[config.mk]
export PLATFORM = sky130hd
export DESIGN_NAME = resetController
export DESIGN_NICKNAME = d
export VERILOG_FILES = /design/src/memFlashPkg.sv /design/src/resetController.sv
export VERILOG_INCLUDE_DIRS = /design/src
export SDC_FILE = /design/constraint.sdc
export NUM_CORES = 1
export LEC_CHECK = 0
export BUFFER_PORTS_ARGS = -buffer_cell sky130_fd_sc_hd__buf_2
export CORE_AREA = 4 4 41 43
export DETAILED_ROUTE_END_ITERATION = 8
export DIE_AREA = 0 0 45 47
export SLEW_MARGIN = 30
export SYNTH_ARGS = -nofsm -noshare
export SYNTH_HDL_FRONTEND = slang
export SYNTH_SLANG_ARGS = --single-unit
export TNS_END_PERCENT = 5
[constraint.sdc]
create_clock -name clk -period 4.8 [get_ports clk]
set_clock_uncertainty 0.15 [all_clocks]
set_input_delay 0.48 -clock clk [delete_from_list [all_inputs] [get_ports clk]]
set_output_delay 0.48 -clock clk [all_outputs]
set_load 0.005 [all_outputs]
[src/memFlash_defs.svh]
`ifndef MEM_FLASH_DEFS_SVH
`define MEM_FLASH_DEFS_SVH

// Memory geometry
`define MEM_ADDR_BITS 10
`define MEM_DEPTH     1024

// Memory-mapped I/O window inside the data space is never flashed
`define MEMMAP_START  384
`define MEMMAP_END    511

// Write queue in front of each memory bank
// The sequencer starts with this many credits per bank
`define QUEUE_DEPTH   4

// Seeds for the two boot images
`define INST_ROM_KEY  16'hA5C3
`define DATA_ROM_KEY  16'h3C5A

`endif
[src/memFlashPkg.sv]
`include "memFlash_defs.svh"

package memFlashPkg;

    // One word of instruction or data memory
    typedef logic [15:0] wordT;

    // Word address into either memory
    typedef logic [`MEM_ADDR_BITS-1:0] memAddrT;

    // Software reset handling
    typedef enum logic [1:0] {
        idle,       // Waiting for a reset vector
        flashInst,  // Instruction image being rewritten
        flashData,  // Data image being rewritten
        submit      // Trigger or response goes out
    } resetStateT;

    // Copy engine progress
    typedef enum logic [1:0] {
        off,        // Nothing flashed since hardware reset
        instCopy,
        dataCopy,
        done
    } seqPhaseT;

    // Write credits held for one bank range from 0 to QUEUE_DEPTH
    typedef logic [2:0] creditT;

endpackage

[src/resetController.sv]
module resetController import memFlashPkg::*; (
    input  logic       clk,
    input  logic       rstN,
    input  logic       softwareReset,
    input  logic [3:0] resetVector,
    input  logic       flashDone,
    output logic       instFlashReq,
    output logic       dataFlashReq,
    output logic       lockLocal,
    output logic       resetTrigger,
    output logic       resetResponse,
    output logic       cpuResetLockout
);

    // Bit positions in the reset vector with the highest priority first
    localparam int fullBit = 3;
    localparam int instBit = 2;
    localparam int ioBit   = 1;
    localparam int dataBit = 0;

    resetStateT state;
    resetStateT stateNext;
    logic [3:0] pick;       // One-hot winner of the vector
    logic [3:0] active;     // Reset being serviced
    logic [3:0] activeNext;
    logic       lockout;    // Set by an IO reset
    logic       accept;

    // Priority encode
    always_comb begin
        pick = 4'b0000;
        if (resetVector[fullBit]) begin
            pick[fullBit] = 1'b1;
        end else if (resetVector[instBit]) begin
            pick[instBit] = 1'b1;
        end else if (resetVector[ioBit]) begin
            pick[ioBit] = 1'b1;
        end else if (resetVector[dataBit]) begin
            pick[dataBit] = 1'b1;
        end
    end

    // Requests are only taken in idle and never after an IO lockout
    assign accept = (state == idle) && softwareReset && (resetVector != 4'b0000) && !lockout;

    always_comb begin
        stateNext  = state;
        activeNext = active;
        case (state)
            idle: begin
                if (accept) begin
                    activeNext = pick;
                    if (pick[instBit]) begin
                        stateNext = flashInst;
                    end else if (pick[dataBit]) begin
                        stateNext = flashData;
                    end else begin
                        stateNext = submit; // Full and IO go straight out
                    end
                end
            end
            flashInst, flashData: begin
                if (flashDone) begin
                    stateNext = submit;
                end
            end
            submit:  stateNext = idle; // Always a single cycle
            default: stateNext = idle;
        endcase
    end

    always_ff @(posedge clk) begin
        if (!rstN) begin
            state        <= idle;
            active       <= 4'b0000;
            lockout      <= 1'b0;
            instFlashReq <= 1'b0;
            dataFlashReq <= 1'b0;
        end else begin
            state        <= stateNext;
            active       <= activeNext;
            instFlashReq <= accept && pick[instBit]; // One-cycle pulses
            dataFlashReq <= accept && pick[dataBit];
            if ((state == submit) && active[ioBit]) begin
                lockout <= 1'b1; // Held until the next hardware reset
            end
        end
    end

    // Data resets answer and every other kind triggers the CPU reset
    assign resetTrigger  = (state == submit) && !active[dataBit];
    assign resetResponse = (state == submit) && active[dataBit];

    assign lockLocal = ((state == submit) && (active[instBit] || active[ioBit])) || lockout;
    assign cpuResetLockout = lockout;

    triggerResponseExclusive: assert property (
        @(posedge clk) disable iff (!rstN) !(resetTrigger && resetResponse)
    );

endmodule

-- Yosys cells after proc, flatten, opt, wreduce, memory -nomap -nowiden
Cells that the tools add are included.
- add/sub/neg operators: 0
- multiply operators: 0
- divide/modulo/power cells: 0
- order comparisons: 0
- equality and inequality tests: 5
- shifts and indexed selects: 0
- muxes and demuxes: 11
- bitwise gates (word level): 0
- reductions and logical operators: 18
- operator list (cell ; number):
    $logic_and 1x1->1 ; 9
    $mux 2 ; 4
    $pmux 2 s3 ; 1
    $mux 1 ; 5
    $eq 2x2->1 const B ; 2
    $ne 2x2->1 const B ; 2
    $reduce_and 2->1 ; 2
    $reduce_bool 4->1 ; 1
    $mux 3 ; 1
    $eq 2x1->1 const B ; 1
    $logic_not 1->1 ; 2
    $logic_not 2->1 ; 1
    $logic_or 1x1->1 ; 2
    $reduce_or 2->1 ; 1
- register bits after elaboration: 8
- latch bits: 0
- RAM bits: 0
- bits in read-only memories: 0
- input bits: 8
- word-level logic and storage cells: 39
- memories: 0

-- Longest topological paths before layout
Gate-level depths: netlist (run 1).
- depth in word-level cells: 8
- gate-level depth with buffers: 5

-- Least setup slack after synthesis (run 1)
No wires, ideal clock.
- path type: register to register
- from: reg state[0]
- to: reg state[0]
- arrival time: 1.369 ns
- required time: 4.578 ns
- slack: 3.209 ns
- stages on the path, launching flop included: 6
- buffers on the path: 0
- cells stage by stage: dfxtp_1 > inv_1 > ha_1 > nor2b_1 > a222oi_1 > mux2i_1
- longest elaborated chain between the ends: 6
- elaborated cells between the ends (all ways): 12
- classes of those cells: 5 x eq/ne; 1 x mux; 6 x reduce/logical
- RTL lines (item ; line ; source):
    from (decl) ; resetController.sv:21 ; resetStateT state;
    from (signal assigned) ; resetController.sv:74 ; state <= idle;
    from (signal assigned) ; resetController.sv:80 ; state <= stateNext;
    $logic_not 2->1 ; resetController.sv:44, resetController.sv:49 ;
    $logic_and 1x1->1 (3 in series) ; resetController.sv:44 ; assign accept = (state == idle) && softwareReset && (resetVector != 4'b0000) && !lockout;
    $ne 2x2->1 (no source line) ; -- ;
    $reduce_and 2->1 (no source line) ; -- ;
Several ways; a longest one is shown, not always the timed one.
A chain may end at the register's enable or synchronous reset.

-- Worst setup path after layout (run 1)
- from: reg state[0]
- to: reg state[1]
Same word-level chain as after synthesis.

==> implementation parameters, run 1 <==
Parameter                              Value

Place
  Worst slack at placement    3.06 ns
  Number of cells after detailed placement    74
  Placed standard-cell area    508 sq um
  HPWL Detailed    655 um
  Number of buffer cells added on primary ports    13
  Final GP Congestion    0.714

Clocking
  Insertion delay of the later-clocked pin in the worst-skew pair    between 0.2 and 0.3 ns
  Number of sinks handled by clock tree synthesis    8
  Clock-pin slew reported for the worst setup and hold paths after clock tree synthesis    0.06 ns
  Post-CTS Resized    0
  Count of hold buffers inserted by post-cts repair    0
  Clock buffer count from CTS    3
  Max clock buf depth    2
  TritonCTS clock tree    built
  Post-CTS Setup Repair Bufs    0
  Clock root buffer    clkbuf_4
  Number of H-tree levels    1

Yosys
  Count of unique library cells instantiated by Yosys    26
  Register area share after synthesis    37.8%
  Leading area contributor after synthesis    dfxtp_1
  Syn avg cell area    9.22 sq um
  Ys Warns    0
  Fraction of synthesized area in multiplexers    4.72%
  Share of the synthesized netlist area taken by xor and xnor gates    0%
  Fraction of the mapped netlist area in adder cells    8.85%
  Syn_nets    57
  Post-Synth Simple-Gate Area    26.5%
  Compound-gate portion of the synthesized area    19.2%
  Synthesized cell area    approximately 420 sq um
  Syn Inst Count    46
  Top area cells in the synthesized netlist    dfxtp_1 38%, ha_1 8.8%, mux2i_1 4.7%
  Number of synthesized register bits    8
  Largest family of logic cells by synthesized area    simple AND/OR/NAND/NOR gates
  Top-area cell type share of the netlist area    37.8%

Layout
  Share of layout cells above drive strength 1    about a third
  Final design area excluding fillers    531 sq um
  Filler cells    144
  Number of antenna diodes    0
  Post-synthesis to final-layout area growth    25.1%
  Number of nets in the final layout    75
  Final cell count without fillers    77

STA
  Total negative slack for setup checks    0 ns
  Part of the cycle the worst path needs    36.7%
  Worst-Margin Slew    0.511 ns
  Setup repair after global routing missed its margin    no
  Number of max-slew violations in the final report    0
  Setup-violating endpoint count in the final report    0
  Max_slew headroom    roughly two thirds
  Peak Freq    approximately 570 MHz
  Post-route worst setup slack    3.04 ns
  Crit path time final    1.76 ns
  Hold violation count in the final report    0

Drt
  Via count    about 380
  Post-detailed-route count of antenna-violating nets    0
  Via density per instance    between 4 and 5
  Wire length per cell    11.4 um
  Count of TritonRoute iterations in the first routing pass    5
  DRC violations left    0
  Total wire length after detailed routing    about 880 um
  Number of design-rule violations left by the first detailed-router iteration    5

GRT
  Total global routing track utilization    10.6%
  Vias in the first global route    approximately 350
  Number of antenna violations at the first check in global routing    0
  Maximum number of pins on one net before global-route repair    10
  Sum of overflow across all layers after global routing    0
  Wire length of the first global-routing pass    1590 um

Setup path
  R2R Setup Slk    3.04 ns
  CP endpoint kind    flip-flop
  Critical Setup Path Class    reg2reg
  Worst endpoint data arrival time    around 1.8 ns
  Endpoint required time on the critical path    4.83 ns
  Cells on worst reg2reg path    5
  Startpoint class of the critical path    flip-flop
  Largest fanout of any net on the critical path    4

Power and ir drop
  Max rail drop VDD    0.000162 V
  Tot Pwr    0.000214 W
  Power density over the cells    404 nW/um^2
  Static leakage power    around 0.25 nW

Floorplanning
  Row count    13
  Core ar.    1300 sq um
  Initial standard-cell utilization of the core    32.6%
  Top-level port count    14
  Die width    45 um
  Die Y    ~47 um
  Total die area    2120 sq um

Run status
  Outcome    finished clean

Min path
  Cell count of the worst hold path    2
  Class of the most critical hold timing path    reg2reg

Job
  Max-cap check violation count    0
## sequential cells by signal, summed over array words and instances, names as in the netlist
| signal | flops |
|---|---|
| state | 2 |
| cpuResetLockout | 1 |
| active | 3 |
| dataFlashReq | 1 |
| instFlashReq | 1 |
## where the power goes
| group | internal (W) | total [W] | switching, W |
|---|---|---|---|
| Clock | 0.0000287 | 0.0000534 | 0.0000247 |
| Sequential | 0.0000768 | 0.0000837 | 0.00000686 |
| Combinational | 0.0000378 | 0.0000774 | 0.0000395 |
## final timing paths
path                            endpoint      from
worst min register to register  state[1]  state[1]
worst max register to register  state[1]  state[0]
worst min-delay path            state[1]  state[1]
worst max-delay path            state[1]  state[0]
## layout by cell type (no fill, tap or decap), drive strengths merged
master,instances
nand2b,2
nor2,2
a21o,1
a222oi,1
clkinvlp,1
nand3b,1
and3,1
ha,3
clkbuf,3
nand2,2
nor2b,3
mux2i,2
o21ai,4
and3b,1
a21oi,2
inv,2
nor3,2
a31o,2
and4,1
dfxtp,8
and2b,1
buf,13
a21boi,1
o41ai,1
nand3,1
and2,1
## layout make-up
type,instances,area (sq um),area share [%]
timing repair buffer,13,65.1,12.3
clock buffer,3,22.5,4.25
tap,15,18.8,3.54
sequential,8,160,30.2
inverter,3,12.5,2.36
multi-input combinational,35,251,47.4
## cells by family after synthesis
kind of cell	after synthesis
fa+ha+maj	3
simple gates	18
flops	8
mux	2
compound gates	12
buf+inv	3
## synthesized netlist by cell type
library cell,instances
a21boi_1,1
a21o_1,1
a21oi_1,2
a222oi_1,1
a31o_1,1
a31o_2,1
and2_1,1
and2b_1,1
and3_1,1
and3b_1,1
and4_2,1
clkinvlp_2,1
dfxtp_1,8
ha_1,3
inv_1,2
mux2i_1,2
nand2_1,2
nand2b_1,2
nand3_1,1
nand3b_1,1
nor2_1,2
nor2b_1,3
nor3_1,1
nor3_2,1
o21ai_0,4
o41ai_1,1
## worst max-delay path, cell delays in order, from the launching register on
cell and delay [ns]:
dfxtp_1 0.36, inv_1 0.07, ha_1 0.23, nor2b_1 0.13
a222oi_1 0.49, mux2i_1 0.25
## stage by stage
stage	hold WS, ns	utilization [%]
after global routing	0.370	40.8
after global placement	0.324	39.0
after floorplan	0.293	-
after detailed placement	0.319	39.0
final	0.335	40.8
after CTS	0.339	40.8
## per-layer routing
layer | vias to the layer above | track usage [%] | part of all wire [%]
li1 | 200 | - | -
met1 | 167 | 14.5 | 50
met2 | 17 | 13.8 | 40
met3 | 0 | 6.13 | 10
met4 | 0 | 3.51 | 0
met5 | - | 0 | 0
Note: power is estimated with default switching activity, not from simulation.
==> run 2: changes to the inputs <==
clock period = 1.65 ns   (was 4.8 ns; I/O delays follow)
==> run 2 against run 1 <==
  * Combinational power increased to 3.8 times the previous value
  * Core utilization increased by 2.3 points
  * Largest power group is now combinational logic
  * Critical endpoint unchanged
  * Register-to-register slack got worse by 3.0 ns
  * Global-route usage decreased by 0.56 points
  * Sequential power increased to 3.0 times the previous value
  * Power increased to 3.2 times the previous value
  * Hold slack got worse by 0.28 ns
  * Clock power increased to 2.8 times the previous value
  * Critical path depth unchanged
  * Final area increased by 5.7%
  * Fmax increased by 11%
==> implementation parameters, run 2 (same netlist as run 1, synthesis figures left out) <==
Parameter                              Value

Place
  Final GP Congestion    0.787 (+10%)
  HPWL Detailed    705 um (+7.7%)
  Number of buffer cells added on primary ports    13 (unchanged)
  Placed standard-cell area    515 sq um (+1.5%)
  Number of cells after detailed placement    75 (+1.4%)
  Worst slack at placement    -0.0793 ns (-3.14 ns)

Drt
  Wire length per cell    11.9 um (+4.1%)
  Via density per instance    5.06 (+1.5%)
  Via count    400 (+4.2%)
  DRC violations left    0 (unchanged)
  Total wire length after detailed routing    940 um (+6.8%)
  Number of design-rule violations left by the first detailed-router iteration    12 (+7)
  Count of TritonRoute iterations in the first routing pass    4 (-1)
  Post-detailed-route count of antenna-violating nets    0 (unchanged)

Setup path
  Launching instance or port of the critical path    state[1]
  Critical Setup Path Class    reg2reg
  Startpoint class of the critical path    flip-flop
  Capture point of the worst reg-to-reg path    state[1]
  Worst Setup EP    state[1]
  Endpoint required time on the critical path    1.67 ns (-3.16 ns)
  Cells on worst reg2reg path    5 (unchanged)
  CP endpoint kind    flip-flop
  R2R Path Start    state[1]
  R2R Setup Slk    0.07 ns (-2.97 ns)
  Largest fanout of any net on the critical path    3 (-1)
  Worst endpoint data arrival time    1.60 ns (-0.19 ns)

Layout
  Post-synthesis to final-layout area growth    32.2%
  Commonest non-fill, non-tap cells in the layout    13 x buf_2, 6 x dfxtp_1, 4 x o21ai_0
  Biggest regs    active x3, state x2
  Max reg flops    3 (unchanged)
  Share of layout cells above drive strength 1    40.6% (+8.4 points)
  Final cell count without fillers    79 (+2.6%)
  Final design area excluding fillers    561 sq um (+5.7%)
  Number of antenna diodes    0 (unchanged)
  Top reg by flops    active
  Filler cells    136 (-5.6%)
  Number of nets in the final layout    77 (+2.7%)
  Most frequent standard cell in the layout excluding fill and tap cells    buf_2

STA
  Hold violation count in the final report    0 (unchanged)
  Setup-violating endpoint count in the final report    0 (unchanged)
  Post-route worst setup slack    0.0680 ns (-2.97 ns)
  Total negative slack for setup checks    0 ns (unchanged)
  Max_slew headroom    79.1% (+13 points)
  Number of max-slew violations in the final report    0 (unchanged)
  Worst-Margin Slew    0.310 ns (-0.201 ns)
  Peak Freq    632 MHz (+11%)
  Setup repair after global routing missed its margin    no
  Crit path time final    1.58 ns (-0.177 ns)
  Part of the cycle the worst path needs    95.9% (+59 points)

Clocking
  Number of sinks handled by clock tree synthesis    8 (unchanged)
  Clock root buffer    clkbuf_4
  Clock-pin slew reported for the worst setup and hold paths after clock tree synthesis    0.05 ns (about the same)
  TritonCTS clock tree    built
  Max clock buf depth    2 (unchanged)
  Insertion delay of the later-clocked pin in the worst-skew pair    0.25 ns (about the same)
  Clock buffer count from CTS    3 (unchanged)
  Number of H-tree levels    1 (unchanged)

GRT
  Sum of overflow across all layers after global routing    0 (unchanged)
  Number of antenna violations at the first check in global routing    0 (unchanged)
  Total global routing track utilization    10.1% (-0.56 points)
  Maximum number of pins on one net before global-route repair    10 (unchanged)
  Wire length of the first global-routing pass    1500 um (-5.2%)
  Vias in the first global route    360 (+2.3%)

Floorplanning
  Die width    45 um (unchanged)
  Core ar.    1300 sq um (unchanged)
  Die Y    47 um (unchanged)
  Row count    13 (unchanged)
  Total die area    2120 sq um (unchanged)
  Initial standard-cell utilization of the core    32.6% (unchanged)
  Top-level port count    14 (unchanged)

Min path
  Class of the most critical hold timing path    in2reg

Power and ir drop
  Static leakage power    0.265 nW (+4.1%)
  Tot Pwr    0.000696 W (+220%)
  Max rail drop VDD    0.000506 V (+210%)
  Power density over the cells    1240 nW/um^2 (+210%)

Job
  Max-cap check violation count    0 (unchanged)

Run status
  Outcome    finished clean
-- run 2: worst min-delay path by stage --
stage,start,endpoint,slack (ns),cells past startpoint
after floorplan,rstN,cpuResetLockout,0.14,1
after global placement,state[0],state[0],0.31,2
after detailed placement,resetVector[1],active[1],0.31,3
after CTS,resetVector[1],active[1],0.05,3
after global routing,resetVector[1],active[1],0.05,3
final,resetVector[1],active[1],0.06,3
-- run 2: cell type report --
cell class,count,area [sq um],share of cell area [%]
timing repair buffer,15,80.1,14.3
inverter,3,12.5,2.23
multi-input combinational,35,264,47.1
sequential,8,163,29.0
clock buffer,3,22.5,4.02
tap,15,18.8,3.35
-- run 2: timing repair --
action / 4_1_cts / 5_1_grt
setup endpoints to repair: 2 / 3
setup buffers: 1 / 0
hold buffers: 0 / 0
pin swaps: 1 / 1
resized for setup: 0 / 4
gates cloned: 0 / 0
hold endpoints to repair: 0 / 0
-- run 2: routing by layer --
layer  track usage, %  wire [um]  up-vias
li1                 -          -      204
met1             12.9        472      179
met2             15.0        373       15
met3             5.75         86        2
met4             1.75          8        0
met5                0          0        -
-- run 2: worst max-delay path, cell delays in order, from the launching register on --
cell and delay (ns):
dfxtp_2 0.33, inv_1 0.11, ha_4 0.21, a222oi_1 0.32
buf_4 0.18, mux2i_1 0.20
-- run 2: power breakdown --
part           switching [W]  internal, W
Combinational       0.000139     0.000157
Sequential         0.0000221     0.000228
Clock              0.0000674    0.0000833
-- run 2: metrics by stage --
step	hold WS (ns)	util, %
5_1_grt	0.0542	43.1
3_3_place_gp	0.314	39.6
6_report	0.0582	43.1
2_1_floorplan	0.143	-
4_1_cts	0.0486	41.9
3_5_place_dp	0.314	39.6
