## src/memFlash_defs.svh

```systemverilog
`ifndef MEM_FLASH_DEFS_SVH
`define MEM_FLASH_DEFS_SVH

// Memory geometry
`define MEM_ADDR_BITS 10
`define MEM_DEPTH     1024

// Memory-mapped I/O window inside the data space is never flashed
`define MEMMAP_START  384
`define MEMMAP_END    511

// Write queue in front of each memory bank
// The sequencer starts with this many credits per bank
`define QUEUE_DEPTH   4

// Seeds for the two boot images
`define INST_ROM_KEY  16'hA5C3
`define DATA_ROM_KEY  16'h3C5A

`endif
```

## src/memFlashPkg.sv

```systemverilog
`include "memFlash_defs.svh"

package memFlashPkg;

    // One word of instruction or data memory
    typedef logic [15:0] wordT;

    // Word address into either memory
    typedef logic [`MEM_ADDR_BITS-1:0] memAddrT;

    // Software reset handling
    typedef enum logic [1:0] {
        idle,       // Waiting for a reset vector
        flashInst,  // Instruction image being rewritten
        flashData,  // Data image being rewritten
        submit      // Trigger or response goes out
    } resetStateT;

    // Copy engine progress
    typedef enum logic [1:0] {
        off,        // Nothing flashed since hardware reset
        instCopy,
        dataCopy,
        done
    } seqPhaseT;

    // Write credits held for one bank range from 0 to QUEUE_DEPTH
    typedef logic [2:0] creditT;

endpackage

```

## src/flashSequencer.sv

```systemverilog
`include "memFlash_defs.svh"

module flashSequencer import memFlashPkg::*; (
    input  logic    clk,
    input  logic    rstN,
    input  logic    flashInit,
    input  logic    lockLocal,
    input  logic    instFlashReq,
    input  logic    dataFlashReq,
    output logic    instWrEn,
    output logic    dataWrEn,
    output memAddrT wrAddr,
    output wordT    wrData,
    input  logic    instCredit,
    input  logic    dataCredit,
    input  logic    instIdle,
    input  logic    dataIdle,
    output logic    flashDone,
    output logic    systemEnable
);

    localparam memAddrT lastAddr  = memAddrT'(`MEM_DEPTH - 1);
    localparam memAddrT skipFrom  = memAddrT'(`MEMMAP_START - 1); // Last word before the window
    localparam memAddrT skipTo    = memAddrT'(`MEMMAP_END + 1);
    localparam creditT  creditMax = creditT'(`QUEUE_DEPTH);

    seqPhaseT phase;
    logic     singleRun;   // Stop after the current phase
    logic     issueDone;   // Last word of the phase has been sent
    logic     poweredUp;
    memAddrT  addr;
    memAddrT  addrNext;
    creditT   instCredits;
    creditT   dataCredits;
    wordT     instWord;
    wordT     dataWord;
    logic     copying;
    logic     bankIdle;
    logic     bootStart;
    logic     instStart;
    logic     dataStart;
    logic     issue;
    logic     phaseEnd;

    flashRom #(.romKey(`INST_ROM_KEY)) instRom (
        .addr(addr),
        .data(instWord)
    );

    flashRom #(.romKey(`DATA_ROM_KEY)) dataRom (
        .addr(addr),
        .data(dataWord)
    );

    assign copying  = (phase == instCopy) || (phase == dataCopy);
    assign bankIdle = (phase == instCopy) ? instIdle : dataIdle;

    // New work is only picked up between copies
    assign bootStart = flashInit && !lockLocal && !copying;
    assign instStart = instFlashReq && !copying;
    assign dataStart = dataFlashReq && !copying;

    // A write needs a free slot in the target queue
    assign instWrEn = (phase == instCopy) && !issueDone && (instCredits != '0);
    assign dataWrEn = (phase == dataCopy) && !issueDone && (dataCredits != '0);
    assign issue    = instWrEn || dataWrEn;

    // Phase is over once the queue has drained its last entry
    assign phaseEnd  = copying && issueDone && bankIdle;
    assign flashDone = phaseEnd;

    // Step over the I/O window in data space
    assign addrNext = ((phase == dataCopy) && (addr == skipFrom)) ? skipTo : addr + 1'b1;

    always_ff @(posedge clk) begin
        if (!rstN) begin
            phase     <= off;
            singleRun <= 1'b0;
            issueDone <= 1'b0;
            addr      <= '0;
            poweredUp <= 1'b0;
        end else if (bootStart) begin
            phase     <= instCopy; // Full boot, both images
            singleRun <= 1'b0;
            issueDone <= 1'b0;
            addr      <= '0;
        end else if (instStart) begin
            phase     <= instCopy;
            singleRun <= 1'b1;
            issueDone <= 1'b0;
            addr      <= '0;
        end else if (dataStart) begin
            phase     <= dataCopy;
            singleRun <= 1'b1;
            issueDone <= 1'b0;
            addr      <= '0;
        end else if (phaseEnd) begin
            issueDone <= 1'b0;
            addr      <= '0;
            if ((phase == instCopy) && !singleRun) begin
                phase <= dataCopy;
            end else begin
                phase <= done;
                if (!singleRun) begin
                    poweredUp <= 1'b1;
                end
            end
        end else if (issue) begin
            if (addr == lastAddr) begin
                issueDone <= 1'b1;
            end else begin
                addr <= addrNext;
            end
        end
        // No credit means no issue, so the address simply holds
    end

    // Spend on write, regain on drain
    always_ff @(posedge clk) begin
        if (!rstN) begin
            instCredits <= creditMax;
            dataCredits <= creditMax;
        end else begin
            instCredits <= instCredits - creditT'(instWrEn) + creditT'(instCredit);
            dataCredits <= dataCredits - creditT'(dataWrEn) + creditT'(dataCredit);
        end
    end

    assign wrAddr       = addr;
    assign wrData       = (phase == dataCopy) ? dataWord : instWord;
    assign systemEnable = poweredUp;

    noWriteWithoutCredit: assert property (
        @(posedge clk) disable iff (!rstN)
        (instWrEn |-> instCredits != '0) and (dataWrEn |-> dataCredits != '0)
    );

    // Banks must never hand back more credits than were spent
    creditsBounded: assert property (
        @(posedge clk) disable iff (!rstN)
        (instCredits <= creditMax) && (dataCredits <= creditMax)
    );

endmodule

```

## src/flashRom.sv

```systemverilog
module flashRom import memFlashPkg::*; #(
    parameter wordT romKey = 16'h0000
) (
    input  memAddrT addr,
    output wordT    data
);

    wordT       mixed;    // Address folded with the key
    logic [2:0] rot;      // Rotate amount
    logic [31:0] doubled; // Two copies side by side for the rotate

    // Zero-extended address XOR key
    assign mixed = wordT'(addr) ^ romKey;

    assign rot = addr[2:0]; // Low address bits pick the rotation

    // Shifting the doubled word left leaves the rotated word in the top half
    assign doubled = {mixed, mixed} << rot;

    assign data = doubled[31:16];

endmodule

```

## config.mk

```make
export PLATFORM = sky130hd
export DESIGN_NAME = flashSequencer
export DESIGN_NICKNAME = d
export VERILOG_FILES = /design/src/memFlashPkg.sv /design/src/flashSequencer.sv /design/src/flashRom.sv
export VERILOG_INCLUDE_DIRS = /design/src
export SDC_FILE = /design/constraint.sdc
export NUM_CORES = 1
export LEC_CHECK = 0
export ABC_AREA = 1
export BUFFER_PORTS_ARGS = -buffer_cell sky130_fd_sc_hd__buf_4
export CAP_MARGIN = 40
export CORE_ASPECT_RATIO = 1.2
export CORE_UTILIZATION = 50
export CTS_CLUSTER_DIAMETER = 100
export DETAILED_ROUTE_END_ITERATION = 7
export GPL_TIMING_DRIVEN = 0
export PLACE_DENSITY = 0.83
export REMOVE_ABC_BUFFERS = 1
export SLEW_MARGIN = 5
export SYNTH_ARGS = -nofsm -noshare
export SYNTH_HDL_FRONTEND = slang
export SYNTH_SLANG_ARGS = --single-unit
```

## constraint.sdc

```tcl
create_clock -name clk -period 6.05 [get_ports clk]
set_clock_uncertainty 0.15 [all_clocks]
set_input_delay 0.3025 -clock clk [delete_from_list [all_inputs] [get_ports clk]]
set_output_delay 0.3025 -clock clk [all_outputs]
set_load 0.05 [all_outputs]
```

# --- Word level (Yosys, flattened, before mapping) ---
# Index checks and enable logic that the tools add are counted.
word_totals:
  ff_bits: 21
  out_inout_bits: 30
op_classes:
  n_addsub: 5
  n_eq_ne: 4
  shift: 2
  mux: 10
  bitwise_logic: 9
  n_reduce_logical: 29
op_table:
  columns: ["operator", "count"]
  rows:
  - ["$shl 30x3->32", 1]
  - ["$shl 32x3->32", 1]
  - ["$mux 16", 1]
  - ["$logic_and 1x1->1", 12]
  - ["$add 10x1->10 const B", 1]
  - ["$eq 10x10->1 const B", 1]
  - ["$eq 10x9->1 const B", 1]
  - ["$mux 10", 1]
  - ["$not 4->8", 1]
  - ["$not 5->8", 1]
  - ["$not 1->1", 7]
  - ["$add 3x1->3", 2]
  - ["$mux 1", 6]
  - ["$reduce_and 6->1", 1]
  - ["$reduce_bool 3->1", 2]
  - ["$sub 3x1->3", 2]
  - ["$reduce_or 5->1", 1]
  - ["$logic_not 1->1", 4]
  - ["$mux 2", 2]
  - ["$reduce_and 2->1", 2]
  - ["$reduce_bool 2->1", 2]
  - ["$reduce_bool 4->1", 1]
  - ["$reduce_or 3->1", 1]
  - ["$eq 2x1->1 const B", 1]
  - ["other kinds (3)", 4]

# --- Logic depth before layout (Yosys ltp) ---
depth:
  word_depth: 8
  ltp_mapped: 13
  depth_no_buf: 13

# --- Modules after synthesis ---
# From an unflattened synthesis, not the netlist that was laid out.
unflattened:
  hier_cells: 424
  area_unflattened_um2: 2356.0
by_module_without_submodules:
  columns: ["module", "n_inst", "cells_each", "area_per_inst_um2", "seq_area_each_um2"]
  rows:
  - ["flashSequencer", 1, 246, 1514.0, 420.4]
  - ["flashRom at instRom", 1, 93, 473.0, 0.0]
  - ["flashRom at dataRom", 1, 85, 369.1, 0.0]

# --- Worst setup path before layout ---
# OpenSTA, ideal clock, no wires.
synth_path:
  path_kind: "flip-flop to output port"
  start: "reg addr[0] (netlist: wrAddr[0])"
  end: "out wrData[2]"
  arrival_time_ns: 2.296
  slack_ns: 3.302
  stages_incl_launch_ff: 6
  n_path_buf: 1
  cell_sequence: "dfxtp_1 -> inv_1 -> buf_2 -> nand2_1 -> o21ai_0 -> o21ai_0"
synth_between:
  elab_chain_len: 3
synth_lines:
  columns: ["element", "line", "source"]
  rows:
  - ["start: declaration", "flashSequencer.sv:31", "memAddrT addr;"]
  - ["start signal: assignment", "flashSequencer.sv:112", "addr <= addrNext;"]
  - ["$not 5->8 (no line)", null, null]
  - ["$shl 32x3->32", "flashRom.sv:18", "assign doubled = {mixed, mixed} << rot;"]
  - ["$mux 16 (*)", "flashSequencer.sv:130", "assign wrData = (phase == dataCopy) ? dataWord : instWord;"]
  - ["end: declaration", "flashSequencer.sv:13", "output wordT wrData,"]
# Mark *: on every way between the ends. The rest lies on a longest branch, timed or not.

# --- Final worst setup path ---
layout_path:
  start: "reg phase[0]"
  end: "reg dataCredits[2]"
layout_between:
  elab_chain_len: 5
layout_lines:
  columns: ["element", "line", "source"]
  rows:
  - ["start: declaration", "flashSequencer.sv:27", "seqPhaseT phase;"]
  - ["start signal: assignment", "flashSequencer.sv:83", "phase <= instCopy;"]
  - ["start signal: assignment", "flashSequencer.sv:88", "phase <= instCopy;"]
  - ["start signal: assignment", "flashSequencer.sv:93", "phase <= dataCopy;"]
  - ["$eq 2x2->1", "flashSequencer.sv:65", "assign dataWrEn = (phase == dataCopy) && !issueDone && (dataCredits != '0);"]
  - ["$logic_and 1x1->1 (2 in a row)", "flashSequencer.sv:65", null]
  - ["$sub 3x1->3", "flashSequencer.sv:125", "dataCredits <= dataCredits - creditT'(dataWrEn) + creditT'(dataCredit);"]
  - ["$add 3x1->3", "flashSequencer.sv:125", null]
  - ["end signal: assignment", "flashSequencer.sv:122", "dataCredits <= creditMax;"]
  - ["end signal: assignment", "flashSequencer.sv:125", null]
  - ["end: declaration", "flashSequencer.sv:34", "creditT dataCredits;"]
# Every way passes these cells.
# A chain may end at the register's enable or synchronous reset.

==> flow_results.org <==
** STA
- The smallest clock period supported by the final layout is computed as 2580 ps.
- Normalized max-slew margin :: 46.6%
- Setup repair after global routing left no endpoint under its margin.
- Final number of max-transition violations :: 0
- At the pin with the least slew margin, the transition time is 800 ps.
- Derived from the worst setup path, the maximum achievable clock frequency is 0.387 GHz.
- Of the available clock period, the critical path in the final layout requires 42.7%.
- Setup Total Neg Slack :: 0 ps
- The number of hold violations in the final report came to 0.
- Total of endpoints with negative setup slack in the final report :: 0
- The worst path meets setup with 3470 ps of slack.

** Job
- Across the run, the number of max-cap violations was 0.

** Logic synthesis
- After technology mapping, the gate count stands at 294.
- Summed over its instances, the top area cell type makes up 22.6% of the synthesized netlist area.
- By area the synthesized netlist is led by sky130_fd_sc_hd__dfxtp_1 23%, sky130_fd_sc_hd__nand2_1 18%, sky130_fd_sc_hd__nand3_1 9.4%, sky130_fd_sc_hd__inv_1 7.4%, sky130_fd_sc_hd__ha_1 5.4%.
- Yosys mapped the design onto 36 distinct sky130hd cell types.
- Syn Std Cell Area :: 0.00186 mm²
- Of the synthesized area, sequential elements account for 22.6%.
- Mapped Avg Cell Area :: 6.34 µm²
- The Yosys step of the flow raised 0 warnings.
- Synthesis inferred 21 register bits.
- Largest area contributor in the synthesized netlist :: sky130_fd_sc_hd__dfxtp_1

** Critical path
- CP Launch Type :: flip-flop
- WS Path Type :: reg -> reg
- Together, buffers and inverters on the worst path number 4.
- Cell-by-cell listing of the critical path :: inv_1 -> ha_1 -> inv_4 -> nor2_4 -> nand2_2 -> inv_1 -> ha_1 -> inv_1 -> ha_1 -> fa_1 -> or2_2 -> nand3_1
- CP Max Fanout :: 10
- Critical path endpoint category :: flip-flop
- The slowest stage of the critical path is the sky130_fd_sc_hd__ha_1 cell.
- In this design, the largest share of critical-path delay is due to adder cells.
- Data arrival time of the critical path :: 2650 ps
- Data on the critical path is required at its endpoint by 6110 ps.
- Number of cells on the critical path :: 12
- The largest single stage delay on the critical path is 380 ps.
- The number of cells on the worst reg-to-reg path is 12.

** Routing
- The first routing iteration left 130 violations.
- Number of antenna-violating nets in the routed design :: 0
- Via count :: 1934
- The first detailed-routing pass ran for 6 iterations.
- For this run, design rule violations remaining after detail routing come to 7.
- Average via count per standard cell :: 5.34
- Sum of routed wire length over all layers :: 4040 µm
- After detailed routing, the average wire length per cell comes to 11.2 µm.

** Cells and area
- Layout cells sized above 1 :: 20.3%
- Leaving out fill and tap cells, the most frequent cells in the layout are 91 x sky130_fd_sc_hd__nand2_1, 39 x sky130_fd_sc_hd__buf_4, 37 x sky130_fd_sc_hd__inv_1.
- Leading cell type in the layout, fill and taps excluded :: sky130_fd_sc_hd__nand2_1
- Post-layout instance count excluding filler cells :: 362
- Area growth from synthesis to final layout :: 16.4%
- Post-route cell area :: 0.00217 mm²
- For this run, the post-layout net count is 346.
- Diodes inserted :: 0

** Clocking
- Max Buffers Root-to-Sink :: 2
- For the worst-skew pair, the clock arrives at the later sink with an insertion delay of 260 ps.
- Clock-pin slew was measured on the worst setup and hold paths at 80 ps.
- In this run, CTS created clock tree buffers numbering 3.
- In this run the number of H-tree levels came out at 1.
- TritonCTS built the clock tree.
- Buffers added to address setup during post-CTS repair amount to 0.
- Cell at the root of the clock tree :: sky130_fd_sc_hd__clkbuf_8
- The number of hold buffers added after CTS was 0.
- Post-CTS resize count :: 0
- Clock tree synthesis found a total of 21 sinks.

** Placement
- During placement, the flow inserted port buffers numbering 39.
- Weighted congestion at the end of routability-driven global placement :: 0.895
- Detailed placement ended at an HPWL of 3090 µm.
- # placed instances :: 358
- Cell area after placement :: 0.00212 mm²
- Prior to clock tree synthesis, the placed netlist has a worst setup slack of 3490 ps.

** Power and ir drop
- P per Cell Area :: 252 mW/mm²
- Cell leakage power :: 1.13 nW
- VDD sags by at most 0.153 mV.
- Post-layout total power :: 0.546 mW

** Die
- The die covers 0.00398 mm².
- Site row count :: 23
- Starting density of the core :: 54.0%
- Area of the core :: 0.00345 mm²
- The die is 68.9 µm tall.
- Pin placement for this block handled 40 I/O pins.
- Overall die width :: 57.7 µm

** Min path
- The path class of the tightest hold or removal check is in -> reg.
- Instance count along the most critical hold path :: 2

** GRT
- Vias in the first global route :: 1541
- For this run the aggregate overflow at the end of global routing stands at 0.
- Initial antenna violation count :: 0
- Pin count of the biggest net entering global routing :: 24
- The first global-routing pass estimated 6640 µm of wire.
- For this run, the total global-route usage over all layers was measured as 21.1%.

** Outcome
- The run finished, with violations left.
- Failing checks :: DRC
==> sequential cells by signal (all words and copies together), names as in the netlist <==
register / flops
issueDone: 1
singleRun: 1
dataCredits: 3
phase: 2
instCredits: 3
systemEnable: 1
wrAddr: 10
==> Yosys cell counts <==
| master | count |
|---|---|
| sky130_fd_sc_hd__xor2_1 | 3 |
| sky130_fd_sc_hd__nor2_4 | 2 |
| sky130_fd_sc_hd__a21oi_2 | 1 |
| sky130_fd_sc_hd__buf_6 | 2 |
| sky130_fd_sc_hd__o211ai_1 | 5 |
| sky130_fd_sc_hd__o22ai_1 | 1 |
| sky130_fd_sc_hd__nand2_8 | 1 |
| sky130_fd_sc_hd__nand2_2 | 4 |
| sky130_fd_sc_hd__inv_2 | 1 |
| sky130_fd_sc_hd__dfxtp_1 | 21 |
| sky130_fd_sc_hd__nor3_1 | 2 |
| sky130_fd_sc_hd__nand3_4 | 1 |
| sky130_fd_sc_hd__clkbuf_1 | 1 |
| sky130_fd_sc_hd__a21oi_1 | 5 |
| sky130_fd_sc_hd__a221oi_1 | 1 |
| sky130_fd_sc_hd__buf_2 | 7 |
| sky130_fd_sc_hd__o21bai_1 | 1 |
| sky130_fd_sc_hd__xnor2_1 | 2 |
| sky130_fd_sc_hd__nand4_1 | 4 |
| sky130_fd_sc_hd__ha_1 | 8 |
| sky130_fd_sc_hd__nor2_2 | 2 |
| sky130_fd_sc_hd__nand2_1 | 91 |
| sky130_fd_sc_hd__a31oi_1 | 1 |
| sky130_fd_sc_hd__fa_1 | 2 |
| sky130_fd_sc_hd__or2_2 | 3 |
| sky130_fd_sc_hd__inv_1 | 37 |
| sky130_fd_sc_hd__nand2_4 | 3 |
| sky130_fd_sc_hd__nand3_1 | 35 |
| sky130_fd_sc_hd__nor2_1 | 22 |
| sky130_fd_sc_hd__o21ai_0 | 17 |
| sky130_fd_sc_hd__nand3_2 | 1 |
| sky130_fd_sc_hd__nor2_8 | 2 |
| sky130_fd_sc_hd__buf_1 | 1 |
| sky130_fd_sc_hd__o21ai_1 | 1 |
| sky130_fd_sc_hd__buf_8 | 1 |
| sky130_fd_sc_hd__inv_4 | 2 |
==> through the flow <==
step / util (%) / hold slack, ps
finish: 62.8 / 130
detailed placement: 61.5 / 296
CTS: 62.8 / 131
global route: 62.8 / 139
floorplan: - / 237
global placement: 61.5 / 290
==> cell type report <==
class | instances | area, µm²
fill | 347 | 1280
multi-input combinational | 221 | 1210
sequential | 21 | 420
timing repair buffer | 39 | 293
inverter | 40 | 155
tap | 37 | 46.3
clock buffer | 3 | 41.3
clock inverter | 1 | 5.00
==> final timing paths <==
path                                    from             end  slack [ps]
worst max-delay path                phase[0]  dataCredits[2]        3470
worst min-delay path                    rstN  dataCredits[2]         130
worst max register to register      phase[0]  dataCredits[2]        3470
worst min register to register  systemEnable    systemEnable         320
==> routing by layer <==
layer  part of all wire, %  vias to the layer above  track usage [%]
li1                      -                      999                -
met3                   4.3                        6             1.68
met5                     0                        -                0
met4                   1.3                        0             8.63
met2                    49                       55             37.9
met1                    46                      874             26.3
==> power by group <==
part | leakage [nW] | internal [mW] | total, mW | switching, mW
logic | 0.937 | 0.0923 | 0.277 | 0.185
registers | 0.171 | 0.157 | 0.172 | 0.0148
clock network | 0.0255 | 0.0460 | 0.0970 | 0.0510
total | 1.13 | 0.295 | 0.546 | 0.251
==> logic make-up (layout without fill, tap and decap cells) <==
group                      after synthesis  in the layout  synth area share (%)
adders and majority gates               10             10                  7.52
buffers and inverters                   52             83                  12.6
AOI/OAI and AO/OA                       33             33                  10.2
xor gates and xnor gates                 5              5                  2.35
DFF                                     21             21                  22.6
and+or+nand+nor                        173            173                  44.8
(Power assumes the default switching activity.)
